[config.mk]
export PLATFORM = sky130hd
export DESIGN_NAME = writeback_ctrl
export DESIGN_NICKNAME = d
export VERILOG_FILES = /design/src/common/scpad_pkg.sv /design/src/dram_write/writeback_ctrl.sv
export SDC_FILE = /design/constraint.sdc
export NUM_CORES = 1
export LEC_CHECK = 0
export BUFFER_PORTS_ARGS = -buffer_cell sky130_fd_sc_hd__buf_2
export CORE_AREA = 2 2 449 451
export DETAILED_ROUTE_END_ITERATION = 8
export DIE_AREA = 0 0 451 453
export PLACE_DENSITY = 0.36
export SYNTH_ARGS = -nofsm -noshare
export SYNTH_HDL_FRONTEND = slang
export SYNTH_SLANG_ARGS = --single-unit
[constraint.sdc]
create_clock -name clk -period 36.8 [get_ports clk]
set_clock_uncertainty 0.1 [all_clocks]
set_input_delay 1.84 -clock clk [delete_from_list [all_inputs] [get_ports clk]]
set_output_delay 1.84 -clock clk [all_outputs]
set_load 0.05 [all_outputs]
[src/common/scpad_pkg.sv]
package scpad_pkg;

    // scratchpad row and dram beat geometry
    localparam int ROW_WIDTH  = 512;
    localparam int BEAT_WIDTH = 64;

    // lanes per row, one beat per lane
    localparam int MAX_BEATS = ROW_WIDTH / BEAT_WIDTH;

    // dram byte address
    localparam int DRAM_ADDR_WIDTH = 32;

    // count from 0 up to and including MAX_BEATS
    localparam int BEAT_CNT_WIDTH = 4;

    // byte count carried along with each write beat
    localparam int NUM_BYTES_WIDTH = 7;

    // sized for the largest bank, 256 rows
    localparam int ROW_IDX_WIDTH = 8;

    typedef logic [ROW_IDX_WIDTH-1:0] row_idx_t;

    // write-back command from the host
    typedef struct packed {
        // source row in the scratchpad
        row_idx_t                   row_idx;
        // base byte address, low six bits are ignored
        logic [DRAM_ADDR_WIDTH-1:0] dram_addr;
        // 1 to MAX_BEATS
        logic [BEAT_CNT_WIDTH-1:0]  num_beats;
        // copied into every beat of this command
        logic [NUM_BYTES_WIDTH-1:0] num_bytes;
    } wb_cmd_t;

    // one 64-bit beat toward the dram backend
    typedef struct packed {
        logic                       valid;
        logic [BEAT_WIDTH-1:0]      wdata;
        logic [DRAM_ADDR_WIDTH-1:0] dram_addr;
        logic [NUM_BYTES_WIDTH-1:0] num_bytes;
    } dram_write_req_t;

endpackage

[src/dram_write/writeback_ctrl.sv]
`timescale 1ns/1ps

module writeback_ctrl (
    input  logic                            clk,
    input  logic                            n_rst,

    // command from the host
    input  logic                            cmd_valid,
    input  scpad_pkg::wb_cmd_t              cmd,

    // bank read
    output logic                            rd_en,
    output scpad_pkg::row_idx_t             rd_idx,
    input  logic [scpad_pkg::ROW_WIDTH-1:0] rd_data,

    // held values for the beat splitter
    output logic [scpad_pkg::ROW_WIDTH-1:0] row_data,
    output scpad_pkg::wb_cmd_t              held_cmd,
    output logic                            start,
    input  logic                            latched,

    output logic                            busy
);

    typedef enum logic [1:0] {
        IDLE,
        READ,
        ISSUE
    } state_t;

    state_t state, nxt_state;

    logic accept;
    logic load_row;

    // only one command in flight, anything else while busy is dropped
    assign accept = cmd_valid && (state == IDLE);

    // rd_data is valid on the first issue cycle, start not yet raised
    assign load_row = (state == ISSUE) && !start;

    always_comb begin
        nxt_state = state;
        case (state)
            IDLE: begin
                if (accept) begin
                    nxt_state = READ;
                end
            end
            READ: begin
                nxt_state = ISSUE;
            end
            ISSUE: begin
                if (latched) begin
                    nxt_state = IDLE;
                end
            end
            default: begin
                nxt_state = IDLE;
            end
        endcase
    end

    always_ff @(posedge clk, negedge n_rst) begin
        if (!n_rst) begin
            state <= IDLE;
            start <= 1'b0;
        end else begin
            state <= nxt_state;
            // start stays up until the splitter reports the last beat
            if (latched) begin
                start <= 1'b0;
            end else if (load_row) begin
                start <= 1'b1;
            end
        end
    end

    // command and row payload
    always_ff @(posedge clk) begin
        if (accept) begin
            held_cmd <= cmd;
        end
        if (load_row) begin
            row_data <= rd_data;
        end
    end

    // single bank read in the read state
    assign rd_en  = (state == READ);
    assign rd_idx = held_cmd.row_idx;

    assign busy = (state != IDLE);

endmodule

==> summary.txt <==
Clock network
  • Clock slew at reported path FFs: 0.06 ns
  • Clock latency at the later pin of the worst-skew pair: 0.69 ns
  • Post-cts repair resize count: 0
  • CTS Root Cell: clkbuf_16
  • TritonCTS buffer count: 81
  • # hold bufs at CTS: 0
  • Clk sink count: 566
  • Worst-case clock buffer depth: 3
  • Post-CTS Setup Repair Bufs: 0
  • H-tree level count: 3
  • CTS tree: done

Setup path
  • Element type at the critical path start: register
  • Worst EP arrival: 1.77 ns
  • CP Data Required Time: 34.86 ns
  • Crit path max fanout: 3
  • CP bufs+invs: 1
  • Delay-heaviest family, CP: flip-flops
  • Setup CP Type: reg2out
  • CP Capture Type: primary output
  • Critical-path top delay cell: dfrtp_1
  • CP cell instances: nor2b_1 -> buf_2
  • Critical Path Max Stage Delay: 0.40 ns

Layout
  • Layout Cells excl Fill: 4573
  • Fin nets: 2375
  • Share of cells above drive strength 1: 67.8%
  • Fill count: 22200
  • Area Overhead vs Synth: 68.9%

Logic synthesis
  • Compound-Gate Fraction of Synth Area: 0.0732%
  • Prevailing post-synth register cell: edfxtp_1
  • Total nets after synthesis: 1151
  • Simple-gate portion of the synthesized area: 0.176%
  • Post-synthesis xor/xnor area fraction: 0%
  • Cells after Synth: 584
  • Synth cell count leaders: edfxtp_1, buf_4, dfrtp_1, nor2_1, inv_1
  • Largest family of logic cells by synthesized area: buffers and inverters
  • Largest area contributor in the netlist: edfxtp_1
  • Async S/R FF share, synth: 0.530%
  • Mux share of post-synthesis cell area: 0%
  • Yosys top cell area share: 98.9%
  • Top-count cell post-synth: edfxtp_1
  • Ranking of synthesized cells by area: edfxtp_1, dfrtp_1, buf_4
  • Cell variety after synth: 10
  • Mapped Area: 17100 um^2
  • Mean Syn Cell Area: 29.3 um^2
  • Yosys warning total: 0
  • EDFF count, synth: 563
  • Yosys reg bits: 566
  • Post-synthesis adder-cell area fraction: 0%
  • Sequential share of the synthesized area: 99.4%

Die
  • Floorplan row count: 164
  • Die width: 451 um
  • Die area: 204000 um^2
  • Chip height: 453 um
  • Core Box Area: 199000 um^2
  • Initial Utilization: 8.58%
  • # IOs: 1141

Global route
  • First-pass GRT wire length: 169 mm
  • Largest net degree at the start of global routing: 136
  • All-Layer GR Usage: 13.5%
  • Gr ovfl total: 0
  • Antenna violations before repair: 181
  • Vias in the first global route: 12100

Route
  • Post-Route WL: 144 mm
  • DRC: 0
  • Wirelength per Cell: 31.6 um
  • Initial DRC Count: 1034
  • Pre-antenna DRT Iters: 5
  • Vias per inst: 2.80
  • Vias: 12800
  • ANT nets after route: 0

Timing
  • RSZ-0062 raised after global routing: false
  • Final Hold Vio Count: 0
  • Worst rel slew slack: 29.7%
  • FMAX: 0.269 GHz
  • Final TNS setup: 0 ns
  • Fin crit share: 10.1%
  • Worst slew pin tran: 1.05 ns
  • Fin Hold WS: 0.488 ns
  • Tmin final: 3.71 ns
  • Final setup violating endpoints: 0
  • Final Max Tran Viols: 0

Power
  • Max VDD drop: 0.0000438 V
  • Sw frac: 43.4%
  • Total internal power: 1.48 mW
  • Flop pwr share: 38.3%
  • Leakage: 11.1 nW
  • Switch Pwr: 1.13 mW
  • Pwr per Cell Area: 90.5 nW/um^2
  • Clock power share: 30.2%
  • Comb power frac: 31.5%

Hold path
  • Min-delay worst type: reg2reg

Placed design
  • RePlAce Congestion: 0.929
  • Number of port buffers: 1140
  • Hpwl dp: 124 mm
  • Dpl cells: 4381

Flow run
  • Max-cap viol count: 0

Run status
  • Status: completed
layout by cell type (no fill, tap or decap), types with 2 or more instances in the layout:
master and n:
clkbuf_1 17, inv_1 2, buf_4 8, edfxtp_1 563
buf_2 1140, inv_6 4, clkinv_1 13, nor2_4 2
clkinv_4 2, clkbuf_16 81, diode_2 42, inv_16 2
dfrtp_1 3, clkinv_8 3, clkinv_2 16, clkinvlp_4 5
bufinv_16 6
path summary, 6_finish.rpt:
check	startpoint	slack [ns]	endpoint	cells past startpoint
worst max-delay path	state[1]	33.09	rd_en	2
worst min-delay path	start	0.49	start	2
worst max register to register	state[0]	33.37	row_data[464]	5
worst min register to register	start	0.49	start	2
max in group asynchronous	n_rst	35.65	start	1
min in group asynchronous	n_rst	0.84	state[1]	1
per-stage QoR:
step           power (mW)  worst slack, ns  util (%)  instance area, um^2
3_3_place_gp         1.86            33.26      13.1                26200
4_1_cts              2.67            33.01      14.4                28800
3_5_place_dp         1.85            33.30      13.1                26200
6_report             2.61            33.09      14.5                28900
2_1_floorplan        1.67            13.48         -                17100
5_1_grt              2.71            32.96      14.4                28800
kinds of logic (layout without fill, tap and decap cells):
logic type	Yosys count	count (layout)
flops	566	566
simple gates	6	6
buf+inv	10	1301
compound gates	2	2
other cells	0	42
routing by layer:
layer  part of all wire (%)  GRT usage (%)  vias to the layer above
met5                  0.039              0                        -
met4                    2.5           2.85                       10
met3                    8.5           4.98                      339
met2                     48           22.5                     1072
met1                     41           16.7                     6479
li1                       -              -                     4907
power groups by stage:
stage	clock (mW)	combinational (mW)	sequential [mW]
after floorplan	0	0.0812	1.59
after global placement	0	0.844	1.01
after detailed placement	0	0.842	1.01
after CTS	0.825	0.843	1.00
after global routing	0.842	0.853	1.01
final	0.788	0.823	1.00
worst min-delay path, cell delays in order, from the launching register on:
cell and delay [ns]:
dfrtp_1 0.43, inv_1 0.07, a21oi_1 0.05
flip-flops by register name (all words and copies together), names as in the netlist:
register / cells
start: 1
row_data: 512
held_cmd: 43
rd_idx: 8
state: 2
area by class of cell:
type                    count  area, um^2  area share [%]
inverters                   2        7.51          0.0260
repair buffers           1149        5790            20.0
clock inverters            52         518            1.79
clock buffers              98        2090            7.24
diodes                     42         105           0.364
flip-flops and latches    566       17000            58.8
multi-input cells           8        57.6           0.199
well taps                2656        3320            11.5
(Power assumes the default switching activity.)
