[config.mk]
export PLATFORM = sky130hd
export DESIGN_NAME = dram_write_latch
export DESIGN_NICKNAME = d
export VERILOG_FILES = /design/src/common/scpad_pkg.sv /design/src/dram_write/dram_write_latch.sv
export SDC_FILE = /design/constraint.sdc
export NUM_CORES = 1
export LEC_CHECK = 0
export BUFFER_PORTS_ARGS = -buffer_cell sky130_fd_sc_hd__buf_2
export CAP_MARGIN = 10
export CORE_AREA = 2 2 263 265
export DETAILED_ROUTE_END_ITERATION = 10
export DIE_AREA = 0 0 265 267
export PLACE_DENSITY = 0.35
export SYNTH_ARGS = -nofsm -noshare
export SYNTH_HDL_FRONTEND = slang
export SYNTH_SLANG_ARGS = --single-unit
[constraint.sdc]
create_clock -name clk -period 2.4 [get_ports clk]
set_input_delay 0.24 -clock clk [delete_from_list [all_inputs] [get_ports clk]]
set_output_delay 0.24 -clock clk [all_outputs]
set_load 0.005 [all_outputs]
[src/common/scpad_pkg.sv]
package scpad_pkg;

    // scratchpad row and dram beat geometry
    localparam int ROW_WIDTH  = 512;
    localparam int BEAT_WIDTH = 64;

    // lanes per row, one beat per lane
    localparam int MAX_BEATS = ROW_WIDTH / BEAT_WIDTH;

    // dram byte address
    localparam int DRAM_ADDR_WIDTH = 32;

    // count from 0 up to and including MAX_BEATS
    localparam int BEAT_CNT_WIDTH = 4;

    // byte count carried along with each write beat
    localparam int NUM_BYTES_WIDTH = 7;

    // sized for the largest bank, 256 rows
    localparam int ROW_IDX_WIDTH = 8;

    typedef logic [ROW_IDX_WIDTH-1:0] row_idx_t;

    // write-back command from the host
    typedef struct packed {
        // source row in the scratchpad
        row_idx_t                   row_idx;
        // base byte address, low six bits are ignored
        logic [DRAM_ADDR_WIDTH-1:0] dram_addr;
        // 1 to MAX_BEATS
        logic [BEAT_CNT_WIDTH-1:0]  num_beats;
        // copied into every beat of this command
        logic [NUM_BYTES_WIDTH-1:0] num_bytes;
    } wb_cmd_t;

    // one 64-bit beat toward the dram backend
    typedef struct packed {
        logic                       valid;
        logic [BEAT_WIDTH-1:0]      wdata;
        logic [DRAM_ADDR_WIDTH-1:0] dram_addr;
        logic [NUM_BYTES_WIDTH-1:0] num_bytes;
    } dram_write_req_t;

endpackage

[src/dram_write/dram_write_latch.sv]
`timescale 1ns/1ps

module dram_write_latch (
    input  logic                            clk,
    input  logic                            n_rst,

    // held row and command from the controller
    input  logic                            start,
    input  logic [scpad_pkg::ROW_WIDTH-1:0] row_data,
    input  scpad_pkg::wb_cmd_t              cmd,

    // backend stall level
    input  logic                            dram_be_busy,

    output scpad_pkg::dram_write_req_t      dram_write_req,
    output logic                            latch_busy,
    output logic                            latched
);

    scpad_pkg::dram_write_req_t nxt_req;

    // beats captured so far for this command
    logic [scpad_pkg::BEAT_CNT_WIDTH-1:0] count, nxt_count;

    logic [2:0]                            lane_idx;
    logic [scpad_pkg::BEAT_WIDTH-1:0]      lane_data;
    logic [scpad_pkg::DRAM_ADDR_WIDTH-1:0] beat_addr;

    logic beats_left;
    logic all_sent;

    always_comb begin
        lane_idx  = count[2:0];
        // lane 0 is the lowest 64 bits, lane 7 is bits 511 to 448
        lane_data = row_data[lane_idx*scpad_pkg::BEAT_WIDTH +: scpad_pkg::BEAT_WIDTH];
        // 64-byte aligned base, beat index in bits 5 to 3
        beat_addr = {cmd.dram_addr[scpad_pkg::DRAM_ADDR_WIDTH-1:6], lane_idx, 3'b000};
    end

    assign beats_left = start && (count < cmd.num_beats);
    assign all_sent   = start && (count == cmd.num_beats);

    assign latch_busy = beats_left;

    // last beat is on the bus and the backend takes it this cycle
    assign latched = all_sent && !dram_be_busy;

    always_comb begin
        nxt_req   = dram_write_req;
        nxt_count = count;

        // a stalled backend freezes both the request and the count
        if (!dram_be_busy) begin
            if (beats_left) begin
                nxt_req.valid     = 1'b1;
                nxt_req.wdata     = lane_data;
                nxt_req.dram_addr = beat_addr;
                nxt_req.num_bytes = cmd.num_bytes;
                nxt_count         = count + 1'b1;
            end else if (all_sent) begin
                nxt_req   = '0;
                nxt_count = '0;
            end
        end
    end

    always_ff @(posedge clk, negedge n_rst) begin
        if (!n_rst) begin
            dram_write_req <= '0;
            count          <= '0;
        end else begin
            dram_write_req <= nxt_req;
            count          <= nxt_count;
        end
    end

endmodule

==> results of run 1 <==
## flip-flops by register name, indices dropped and copies added (netlist names)
name            flops
count               4
dram_write_req    101
## cell usage in the layout, fill, tap and decap left out, drive strengths merged, types with 2 or more instances in the layout
cell type and n:
buf 678, clkbuf 10, clkinv 3, conb 3, dfrtp 105, diode 5, ha 5, inv 47
mux2i 166, mux4 128, nand2 105, nand3 2
## worst max-delay path by stage
stage,endpoint,slack [ns],cells past startpoint,from
2_1_floorplan,latched,0.25,9,count[0]
3_3_place_gp,dram_write_req[39],0.23,7,count[1]
3_5_place_dp,dram_write_req[4],0.22,7,count[1]
4_1_cts,latched,0.05,6,count[1]
5_1_grt,latched,0.08,6,count[1]
6_report,latched,0.19,6,count[1]
## worst max-delay path, cell delays in order, from the launching register on
cell     delay, ns
dfrtp_4       0.54
ha_1          0.30
and4b_2       0.26
nand3_4       0.11
buf_16        0.18
inv_1         0.06
buf_2         0.11
## timing repair
action	CTS	global route
resized for setup	0	2
buffers inserted	0	2
hold buffers	1	0
endpoints found under the setup margin	0	1
hold endpoints to repair	34	0
## cell families (layout without fill, tap and decap cells)
kind of cell,Yosys count,after routing,synth area share
and+or+nand+nor,113,113,0.0535
buffers and inverters,107,740,0.0657
muxes,295,295,0.550
DFF,105,105,0.317
AOI/OAI and AO/OA,6,6,0.00589
adders and majority gates,5,5,0.00755
other,1,8,0.000453
## metal layers
metal / part of all wire / routed length, um
met1: 0.38 / 15800
met2: 0.52 / 21500
met3: 0.065 / 2660
met4: 0.024 / 995
met5: 0.0011 / 44
## final cells by class
| class | count | share of cell area |
|---|---|---|
| antenna | 5 | 0.000961 |
| clock buffer | 9 | 0.0173 |
| clock inverter | 7 | 0.00749 |
| inverter | 44 | 0.0129 |
| multi-input combinational | 422 | 0.394 |
| sequential | 105 | 0.202 |
| tap | 882 | 0.0847 |
| timing repair buffer | 680 | 0.280 |
## cells in the mapped netlist (all sizes together)
library cell and instances:
and4b 1, nor3 1, nand2 105, mux2i 166
nor2b 1, clkbuf 12, clkinv 1, mux2 1
inv 43, buf 51, dfrtp 105, a21oi 1
ha 5, nand3b 1, conb 1, a211oi 1
o211ai 1, o2bb2ai 1, mux4 128, nand3 2
nor2 1, and3 1, a31o 1, a31oi 1
## power by group
part	internal, W	switching [W]
logic	0.00437	0.00399
clock network	0.000844	0.000875
registers	0.00269	0.000505
## stage by stage
| step | setup WS (ns) | hold WS, ns | power [W] | area, um2 | cells |
|---|---|---|---|---|---|
| after floorplan | 0.254 | -0.0556 | 0.00875 | 8290 | 634 |
| after global placement | 0.227 | 0.196 | 0.0118 | 12600 | 2129 |
| after detailed placement | 0.221 | 0.206 | 0.0118 | 12600 | 2129 |
| after CTS | 0.0520 | 0.0179 | 0.0137 | 13000 | 2146 |
| after global routing | 0.0802 | 0.0504 | 0.0145 | 13000 | 2153 |
| final | 0.194 | 0.0711 | 0.0133 | 13000 | 2154 |
==> metrics.md, run 1 <==
| Metric | Value |
|---|---|
| Yosys cell types | `27` |
| Starting Density | `0.122` |
| Die Y | `267 um` |
| GRT Max-Usage Layer | `met2` |
| Final setup vio count | `0` |
| Post-Syn Area | `0.00829 mm2` |
| CTS tree | `yes` |
| Max cap viols | `0` |
| Hold_sp | `cmd[39]` |
| Post-detail-place hpwl | `33100 um` |
| Crit-path max FO | `23` |
| H-tree depth | `3` |
| Status | `completed` |
| Reg area | `0.00264 mm2` |
| Initial DRT Pass Iterations | `4` |
| # clock sinks | `105` |
| Syn Area/Cell | `13.1 um2` |
| Crit Path Class | `reg2out` |
| I/O pins | `673` |
| Max VDD drop | `612 uV` |
| PwrDens | `1020 mW/mm2` |
| Final Hold Vio Count | `0` |
| Worst-path clk slew | `0.09 ns` |
| Reg-to-Reg End | `dram_write_req[4]` |
| First DRT Iteration DRCs | `272` |
| Yosys warns | `0` |
| Worst EP arrival | `1.97 ns` |
| Cells on worst reg2reg path | `7` |
| Worst endpoint required time | `2.16 ns` |
| Unrepaired setup endpoints after global routing | `no` |
| Hold Path Depth | `3` |
| Post-synthesis sequential area ratio | `0.317` |
| CORE AREA | `0.0680 mm2` |
| Average wire per standard cell | `19.0 um` |
| IO buf count | `655` |
| Startpoint types | `flop` |
| Setup TNS | `0 ns` |
| Fillers | `7585` |
| Layout cells sized above 1 | `0.654` |
| Post-layout min period | `2.21 ns` |
| Post-synthesis sequential element count | `105` |
| Nets | `1834` |
| Max Freq | `0.453 GHz` |
| Final period utilization | `0.919` |
| Initial antenna violation count | `10` |
| Total track usage | `0.112` |
| Final core occ | `0.192` |
| Root Buffer | `clkbuf_16` |
| First-pass GRT wire length | `58200 um` |
| Remaining DRCs | `0` |
| Hold endpoint | `dram_write_req[35]` |
| Number of buffers created by CTS | `9` |
| DR vias | `8036` |
| Post-route ant nets | `0` |
| Die area | `0.0708 mm2` |
| Endpoint class of the critical path | `output port` |
| Met2 Usage GRT | `0.201` |
| Clk_lat worst skew | `0.39 ns` |
| Number of global-route vias before repair | `8940` |
| Synth top area cells | `mux4_2, dfrtp_1, mux2i_1` |
| Tightest Pin Transition | `0.620 ns` |
| Die width | `265 um` |
| Max-slew headroom | `0.587` |
| CTS Buffer Depth | `2` |
| Worst flop-to-flop path startpoint | `count[1]` |
| Post-synth top area cell | `mux4_2` |
| Synth-to-Final Area Change | `57.2%` |
| GP Congestion | `0.962` |
| Hold WC Path Type | `in2reg` |
| Met1 Resource Use GR | `0.127` |
| Pleak | `7.00 nW` |
| Gate Count Post-Synth | `632` |
| R2R setup slack | `0.21 ns` |
| Met3 Usage GRT | `0.0292` |
| Area of the multi-input gates | `0.00513 mm2` |
| Clock skew | `0.0102 ns` |
| Drt total wl | `41000 um` |
| Post-synth top area share | `0.348` |
| # rows | `96` |
| Via/cell ratio | `3.73` |
| Max Slew Vio Count | `0` |
| Largest net degree at the start of global routing | `84` |
| Overflow after GRT | `0` |
No activity file was read; power rests on OpenSTA's default activity.
==> run 2, diff against run 1 <==
--- a/config.mk
+++ b/config.mk
@@ -5,12 +5,15 @@
 export SDC_FILE = /design/constraint.sdc
 export NUM_CORES = 1
 export LEC_CHECK = 0
+export ABC_AREA = 1
 export BUFFER_PORTS_ARGS = -buffer_cell sky130_fd_sc_hd__buf_2
 export CAP_MARGIN = 10
-export CORE_AREA = 2 2 263 265
+export CORE_AREA = 2 2 259 261
 export DETAILED_ROUTE_END_ITERATION = 10
-export DIE_AREA = 0 0 265 267
-export PLACE_DENSITY = 0.35
+export DIE_AREA = 0 0 261 263
+export HOLD_SLACK_MARGIN = 0.03
+export PLACE_DENSITY = 0.36
+export SKIP_CTS_REPAIR_TIMING = 1
 export SYNTH_ARGS = -nofsm -noshare
 export SYNTH_HDL_FRONTEND = slang
 export SYNTH_SLANG_ARGS = --single-unit
==> run 2 against run 1 <==
  * Core utilization increased by 1.1 points
  * First-iteration DRC count increased to 2.6 times the previous value
  * Clock power barely moved
  * Global-route usage up 4.1 points
  * Critical path depth grew 2
  * Largest cell class unchanged
  * Routed wire length up 33%
  * Die area is 3.0% lower
==> metrics.md, run 2 <==
| Metric | Value |
|---|---|
| Number of global-route vias before repair | `12.1k (+35%)` |
| Nets | `2652 (+45%)` |
| Final hold slack | `0.0435 ns (-0.0276 ns)` |
| Worst EP arrival | `1.89 ns (-0.08 ns)` |
| First DRT Iteration DRCs | `699 (+160%)` |
| Startpoint types | `flop` |
| Max Freq | `0.469 GHz (+3.5%)` |
| Layout cells sized above 1 | `0.344 (-0.310)` |
| Starting Density | `0.132 (+0.0105)` |
| IO buf count | `655 (unchanged)` |
| Clock skew | `0.0168 ns (+0.00659 ns)` |
| Gate Count Post-Synth | `1489 (+140%)` |
| CORE AREA | `0.0656 mm2 (-3.5%)` |
| Max Slew Vio Count | `0 (unchanged)` |
| Most frequent cells in the layout | `buf_2, nor2_1, nand2_1` |
| Post-layout min period | `2.13 ns (-0.0743 ns)` |
| Pleak | `7.00 nW (about the same)` |
| Via/cell ratio | `4.09 (+9.6%)` |
| Reg-to-Reg End | `dram_write_req[40]` |
| Total track usage | `0.152 (+0.0407)` |
| Largest net degree at the start of global routing | `129 (+54%)` |
| Final Hold Vio Count | `0 (unchanged)` |
| Die area | `0.0686 mm2 (-3.0%)` |
| Unrepaired setup endpoints after global routing | `no` |
| I/O pins | `673 (unchanged)` |
| Cells on worst reg2reg path | `10 (+3)` |
| Die width | `261 um (-1.5%)` |
| Post-synthesis sequential element count | `105 (unchanged)` |
| Post-Syn Area | `0.00869 mm2 (+4.8%)` |
| Critical Path Source | `count[1]` |
| Post-place setup slack | `0.275 ns (+0.0540 ns)` |
| Crit-path max FO | `15 (-35%)` |
| Initial DRT Pass Iterations | `5 (+1)` |
| Commonest cells in the netlist | `nor2_1, nand2_1, o21ai_0, nand3_1, dfrtp_1` |
| Average wire per standard cell | `18.5 um (-2.7%)` |
| Hold Path Depth | `3 (unchanged)` |
| PwrDens | `1090 mW/mm2 (+7.3%)` |
| Post-detail-place hpwl | `43000 um (+30%)` |
| Yosys warns | `0 (unchanged)` |
| Remaining DRCs | `0 (unchanged)` |
| Max VDD drop | `661 uV (+8.1%)` |
| DR vias | `12.1k (+50%)` |
| CTS tree | `yes` |
| Synth-to-Final Area Change | `52.8%` |
| Yosys cell types | `24 (-11%)` |
| # clock sinks | `105 (unchanged)` |
| R2R setup slack | `0.27 ns (+0.06 ns)` |
| GP Congestion | `0.841 (-13%)` |
| Top reg by flops | `dram_write_req` |
| Drt total wl | `54600 um (+33%)` |
| Hold_sp | `cmd[28]` |
| Overflow after GRT | `0 (unchanged)` |
| Final period utilization | `0.888 (-0.0310)` |
| Status | `completed` |
| Initial antenna violation count | `25 (+15)` |
| Syn Area/Cell | `5.83 um2 (-56%)` |
| Most numerous cell in the Yosys netlist | `nor2_1` |
| Worst endpoint required time | `2.16 ns (about the same)` |
| Ys async rst share | `1.00 (unchanged)` |
| First-pass GRT wire length | `77600 um (+33%)` |
| Setup TNS | `0 ns (unchanged)` |
| Crit Path Class | `reg2out` |
| Endpoint class of the critical path | `output port` |
| Max reg flops | `101 (unchanged)` |
| Top_reg_cell synth | `dfrtp_1` |
| Post-route ant nets | `0 (unchanged)` |
| Synth top area cells | `dfrtp_1, nor2_1, nand2_1` |
| Max-slew headroom | `0.536 (-0.0510)` |
| Tightest Pin Transition | `0.689 ns (+0.0692 ns)` |
| Number of buffers created by CTS | `9 (unchanged)` |
| CTS Buffer Depth | `2 (unchanged)` |
| Final setup vio count | `0 (unchanged)` |
| Final core occ | `0.202 (+0.0107)` |
| Slack of the critical path | `0.269 ns (+0.0743 ns)` |
| Post-synth top area share | `0.303 (-0.0454)` |
| H-tree depth | `3 (unchanged)` |
| Largest regs | `dram_write_req: 101 flops, count: 4 flops` |
| Post-synthesis sequential area ratio | `0.303 (-0.0146)` |
| Max cap viols | `0 (unchanged)` |
| Post-synth top area cell | `dfrtp_1` |
| # rows | `94 (-2.1%)` |
| Worst flop-to-flop path startpoint | `count[1]` |
| Post-synth EDFFs | `0 (unchanged)` |
| Clk_lat worst skew | `0.39 ns (about the same)` |
| Hold WC Path Type | `in2reg` |
| Commonest non-fill, non-tap cell in the layout | `buf_2` |
| Cell area after layout | `0.0133 mm2 (+1.9%)` |
| Worst-path clk slew | `0.09 ns (about the same)` |
| Placed Area | `0.0128 mm2 (+1.7%)` |
| Root Buffer | `clkbuf_16` |
| Die Y | `263 um (-1.5%)` |
| Hold endpoint | `dram_write_req[24]` |
==> run 2: cell types whose count changed after synthesis, sizes merged, moves of 25 or more <==
cell	previous run	this run
buf	51	87
inv	43	18
mux2i	166	0
mux4	128	0
nand2	105	310
nand3	2	207
nor2	1	468
o21ai	0	237
==> run 2: worst max-delay path: stages (launching register included) <==
cell and delay, ns:
dfrtp_4 0.50, ha_1 0.30, nand2_1 0.05, nand2_1 0.05, nand2_1 0.07, nand2_1 0.07
buf_4 0.25, inv_1 0.08, buf_2 0.13
==> run 2: final cells by class <==
type	instances	area [um2]
fillers	7697	52400
multi-input cells	1244	5300
repair buffers	701	3840
flip-flops and latches	105	2640
well taps	864	1080
clock buffers	9	225
clock inverters	7	93.8
inverters	19	83.8
diodes	4	10.0
==> run 2: cell families (layout without fill, tap and decap cells) <==
| logic type | count (synthesis) | after routing | synth area share |
|---|---|---|---|
| simple gates | 986 | 986 | 0.457 |
| buf+inv | 142 | 736 | 0.0882 |
| compound gates | 249 | 249 | 0.143 |
| other cells | 1 | 7 | 0.000432 |
| xor+xnor | 1 | 1 | 0.00101 |
| fa+ha+maj | 5 | 5 | 0.00720 |
| flops | 105 | 105 | 0.303 |
==> run 2: layer usage <==
metal | wire length, um | global-route usage
met1 | 22200 | 0.178
met3 | 4430 | 0.0418
met2 | 26700 | 0.271
met4 | 1120 | 0.0405
met5 | 144 | 0
==> run 2: power by group <==
part	leakage [nW]	internal [W]	switching (W)
Sequential	1.31	0.00256	0.000427
Clock	0.153	0.000844	0.000872
Combinational	5.53	0.00344	0.00636
Total	7.00	0.00685	0.00766
==> run 2: per-stage QoR <==
| stage | std cells | power [W] |
|---|---|---|
| after floorplan | 1491 | 0.00894 |
| after global routing | 2951 | 0.0161 |
| after global placement | 2923 | 0.0131 |
| after detailed placement | 2923 | 0.0131 |
| after CTS | 2939 | 0.0150 |
| final | 2953 | 0.0145 |
==> run 2: worst max path at each step <==
stage,cells after the start,to
final,8,latch_busy
after global routing,10,dram_write_req[41]
after CTS,8,latch_busy
after detailed placement,10,dram_write_req[40]
after global placement,10,dram_write_req[39]
after floorplan,14,dram_write_req[12]
==> run 3, diff against run 2 <==
--- a/config.mk
+++ b/config.mk
@@ -5,14 +5,13 @@
 export SDC_FILE = /design/constraint.sdc
 export NUM_CORES = 1
 export LEC_CHECK = 0
-export ABC_AREA = 1
 export BUFFER_PORTS_ARGS = -buffer_cell sky130_fd_sc_hd__buf_2
 export CAP_MARGIN = 10
-export CORE_AREA = 2 2 259 261
+export CORE_AREA = 2 2 263 265
 export DETAILED_ROUTE_END_ITERATION = 10
-export DIE_AREA = 0 0 261 263
+export DIE_AREA = 0 0 265 267
 export HOLD_SLACK_MARGIN = 0.03
-export PLACE_DENSITY = 0.36
+export PLACE_DENSITY = 0.35
 export SKIP_CTS_REPAIR_TIMING = 1
 export SYNTH_ARGS = -nofsm -noshare
 export SYNTH_HDL_FRONTEND = slang
==> run 3 against run 2 <==
  * Combinational power down 15%
  * Final cell count down 27%
  * Global-route usage down 4.1 points
  * Final area down 1.9%
  * Clock skew down 0.0068 ns
  * Routed wire length down 25%
  * Hold slack better by 0.028 ns
  * Via count down 34%
  * Clock power about the same
  * Flip-flop and latch count unchanged
  * Core utilization down 1.1 points
  * Register-to-register slack worse by 0.05 ns
  * Largest cell class unchanged
==> metrics.md, run 3 (synthesis gave the netlist of run 1 again) <==
| Metric | Value |
|---|---|
| IO buf count | `655 (unchanged)` |
| Die area | `0.0708 mm2 (+3.1%)` |
| Startpoint types | `flop` |
| R2R setup slack | `0.22 ns (-0.05 ns)` |
| Max cap viols | `0 (unchanged)` |
| Largest regs | `dram_write_req: 101 flops, count: 4 flops` |
| Post-detail-place hpwl | `33100 um (-23%)` |
| First-pass GRT wire length | `58200 um (-25%)` |
| Worst-path clk slew | `0.09 ns (about the same)` |
| Clk_lat worst skew | `0.39 ns (about the same)` |
| CTS Buffer Depth | `2 (unchanged)` |
| Final Hold Vio Count | `0 (unchanged)` |
| Nets | `1834 (-31%)` |
| Average wire per standard cell | `19.0 um (+2.8%)` |
| Max-slew headroom | `0.587 (+0.0518)` |
| DR vias | `8015 (-34%)` |
| Combinational fraction of design power | `0.630 (-0.046)` |
| Number of global-route vias before repair | `8934 (-26%)` |
| Synth-to-Final Area Change | `57.2%` |
| Final period utilization | `0.918 (+0.0300)` |
| Root Buffer | `clkbuf_16` |
| Worst EP arrival | `1.96 ns (+0.07 ns)` |
| Max Slew Vio Count | `0 (unchanged)` |
| Remaining DRCs | `0 (unchanged)` |
| Tightest Pin Transition | `0.619 ns (-0.0704 ns)` |
| Max Freq | `0.454 GHz (-3.3%)` |
| Cells on worst reg2reg path | `7 (-3)` |
| Setup TNS | `0 ns (unchanged)` |
| Status | `completed` |
| Hold endpoint | `dram_write_req[35]` |
| Sw Share | `0.405 (-0.123)` |
| # clock sinks | `105 (unchanged)` |
| CTS tree | `yes` |
| First DRT Iteration DRCs | `273 (-61%)` |
| Unrepaired setup endpoints after global routing | `no` |
| Via/cell ratio | `3.72 (-9.0%)` |
| Clock group share of total power | `0.129 (+0.011)` |
| Post-place setup slack | `0.221 ns (-0.0540 ns)` |
| Drt total wl | `41000 um (-25%)` |
| Pint | `0.00790 W (+15%)` |
| Overflow after GRT | `0 (unchanged)` |
| Die Y | `267 um (+1.5%)` |
| Hold Path Depth | `3 (unchanged)` |
| GP Congestion | `0.962 (+14%)` |
| Total track usage | `0.112 (-0.0407)` |
| Clock skew | `0.00999 ns (-0.00683 ns)` |
| Final setup vio count | `0 (unchanged)` |
| Pleak | `7.00 nW (about the same)` |
| Post-route ant nets | `0 (unchanged)` |
| Reg-to-Reg End | `dram_write_req[4]` |
| Max reg flops | `101 (unchanged)` |
| Initial antenna violation count | `10 (-60%)` |
| CORE AREA | `0.0680 mm2 (+3.6%)` |
| Starting Density | `0.122 (-0.0105)` |
| I/O pins | `673 (unchanged)` |
| Endpoint class of the critical path | `output port` |
| PwrDens | `1020 mW/mm2 (-6.8%)` |
| Sequential power share | `0.241 (+0.035)` |
| Most frequent cells in the layout | `buf_2, mux2i_1, mux4_2` |
| Top reg by flops | `dram_write_req` |
| Worst endpoint required time | `2.16 ns (about the same)` |
| Largest net degree at the start of global routing | `84 (-35%)` |
| Die width | `265 um (+1.5%)` |
| Worst flop-to-flop path startpoint | `count[1]` |
| Post-layout min period | `2.20 ns (+0.0720 ns)` |
| Hold_sp | `cmd[39]` |
| H-tree depth | `3 (unchanged)` |
| Critical Path Source | `count[1]` |
| Slack of the critical path | `0.197 ns (-0.0720 ns)` |
| Initial DRT Pass Iterations | `4 (-1)` |
| Hold WC Path Type | `in2reg` |
| Number of buffers created by CTS | `9 (unchanged)` |
| Max VDD drop | `611 uV (-7.6%)` |
| # rows | `96 (+2.1%)` |
| Commonest non-fill, non-tap cell in the layout | `buf_2` |
| Crit Path Class | `reg2out` |
| Layout cells sized above 1 | `0.654 (+0.310)` |
| Crit-path max FO | `23 (+8)` |
| P_sw | `0.00537 W (-30%)` |
## run 3: changes by cell type in the layout (fill, tap and decap cells not counted), sizes merged, moves of 11 or more
cell and delta:
buf -13, inv +27, nor2 -467, mux2i +166
o21ai -237, nand2 -205, a21oi -11, mux4 +128
nand3 -205
## run 3: routing by layer
layer / track usage / vias to the layer above / part of all wire
met1: 0.127 / 3968 / 0.39
li1: - / 3644 / -
met5: 0 / - / 0.0011
met4: 0.0417 / 6 / 0.024
met3: 0.0292 / 41 / 0.065
met2: 0.201 / 356 / 0.52
## run 3: cell type report
cell class | instances | area [um2]
antenna | 5 | 12.5
clock buffer | 9 | 225
clock inverter | 7 | 97.6
fill | 7585 | 55000
inverter | 44 | 168
multi-input combinational | 422 | 5130
sequential | 105 | 2640
tap | 882 | 1100
timing repair buffer | 680 | 3650
## run 3: worst max-delay path by stage
stage | slack (ns) | cells past startpoint | end
6_report | 0.20 | 6 | latched
5_1_grt | 0.08 | 6 | latched
4_1_cts | 0.05 | 6 | latched
3_5_place_dp | 0.22 | 7 | dram_write_req[4]
3_3_place_gp | 0.23 | 7 | dram_write_req[39]
2_1_floorplan | 0.25 | 9 | latched
## run 3: worst max-delay path, stage by stage, from the launching register on
cell and delay [ns]:
dfrtp_4 0.54, ha_1 0.30, and4b_2 0.26, nand3_4 0.11
buf_16 0.18, inv_1 0.06, buf_2 0.11
## run 3: power groups by stage
stage	Sequential [W]	Combinational, W	Clock (W)
4_1_cts	0.00322	0.00862	0.00187
5_1_grt	0.00333	0.00921	0.00190
6_report	0.00319	0.00836	0.00172
2_1_floorplan	0.00324	0.00551	0
3_5_place_dp	0.00323	0.00861	0
3_3_place_gp	0.00323	0.00855	0
## run 3: stage by stage
step	hold slack, ns	total power, W	cell area [um2]	util	instances
after global routing	0.0504	0.0145	13000	0.192	2153
after floorplan	-0.0556	0.00875	8290	-	634
after global placement	0.196	0.0118	12600	0.186	2129
after CTS	-0.263	0.0137	13000	0.191	2145
after detailed placement	0.206	0.0118	12600	0.186	2129
final	0.0711	0.0133	13000	0.192	2154
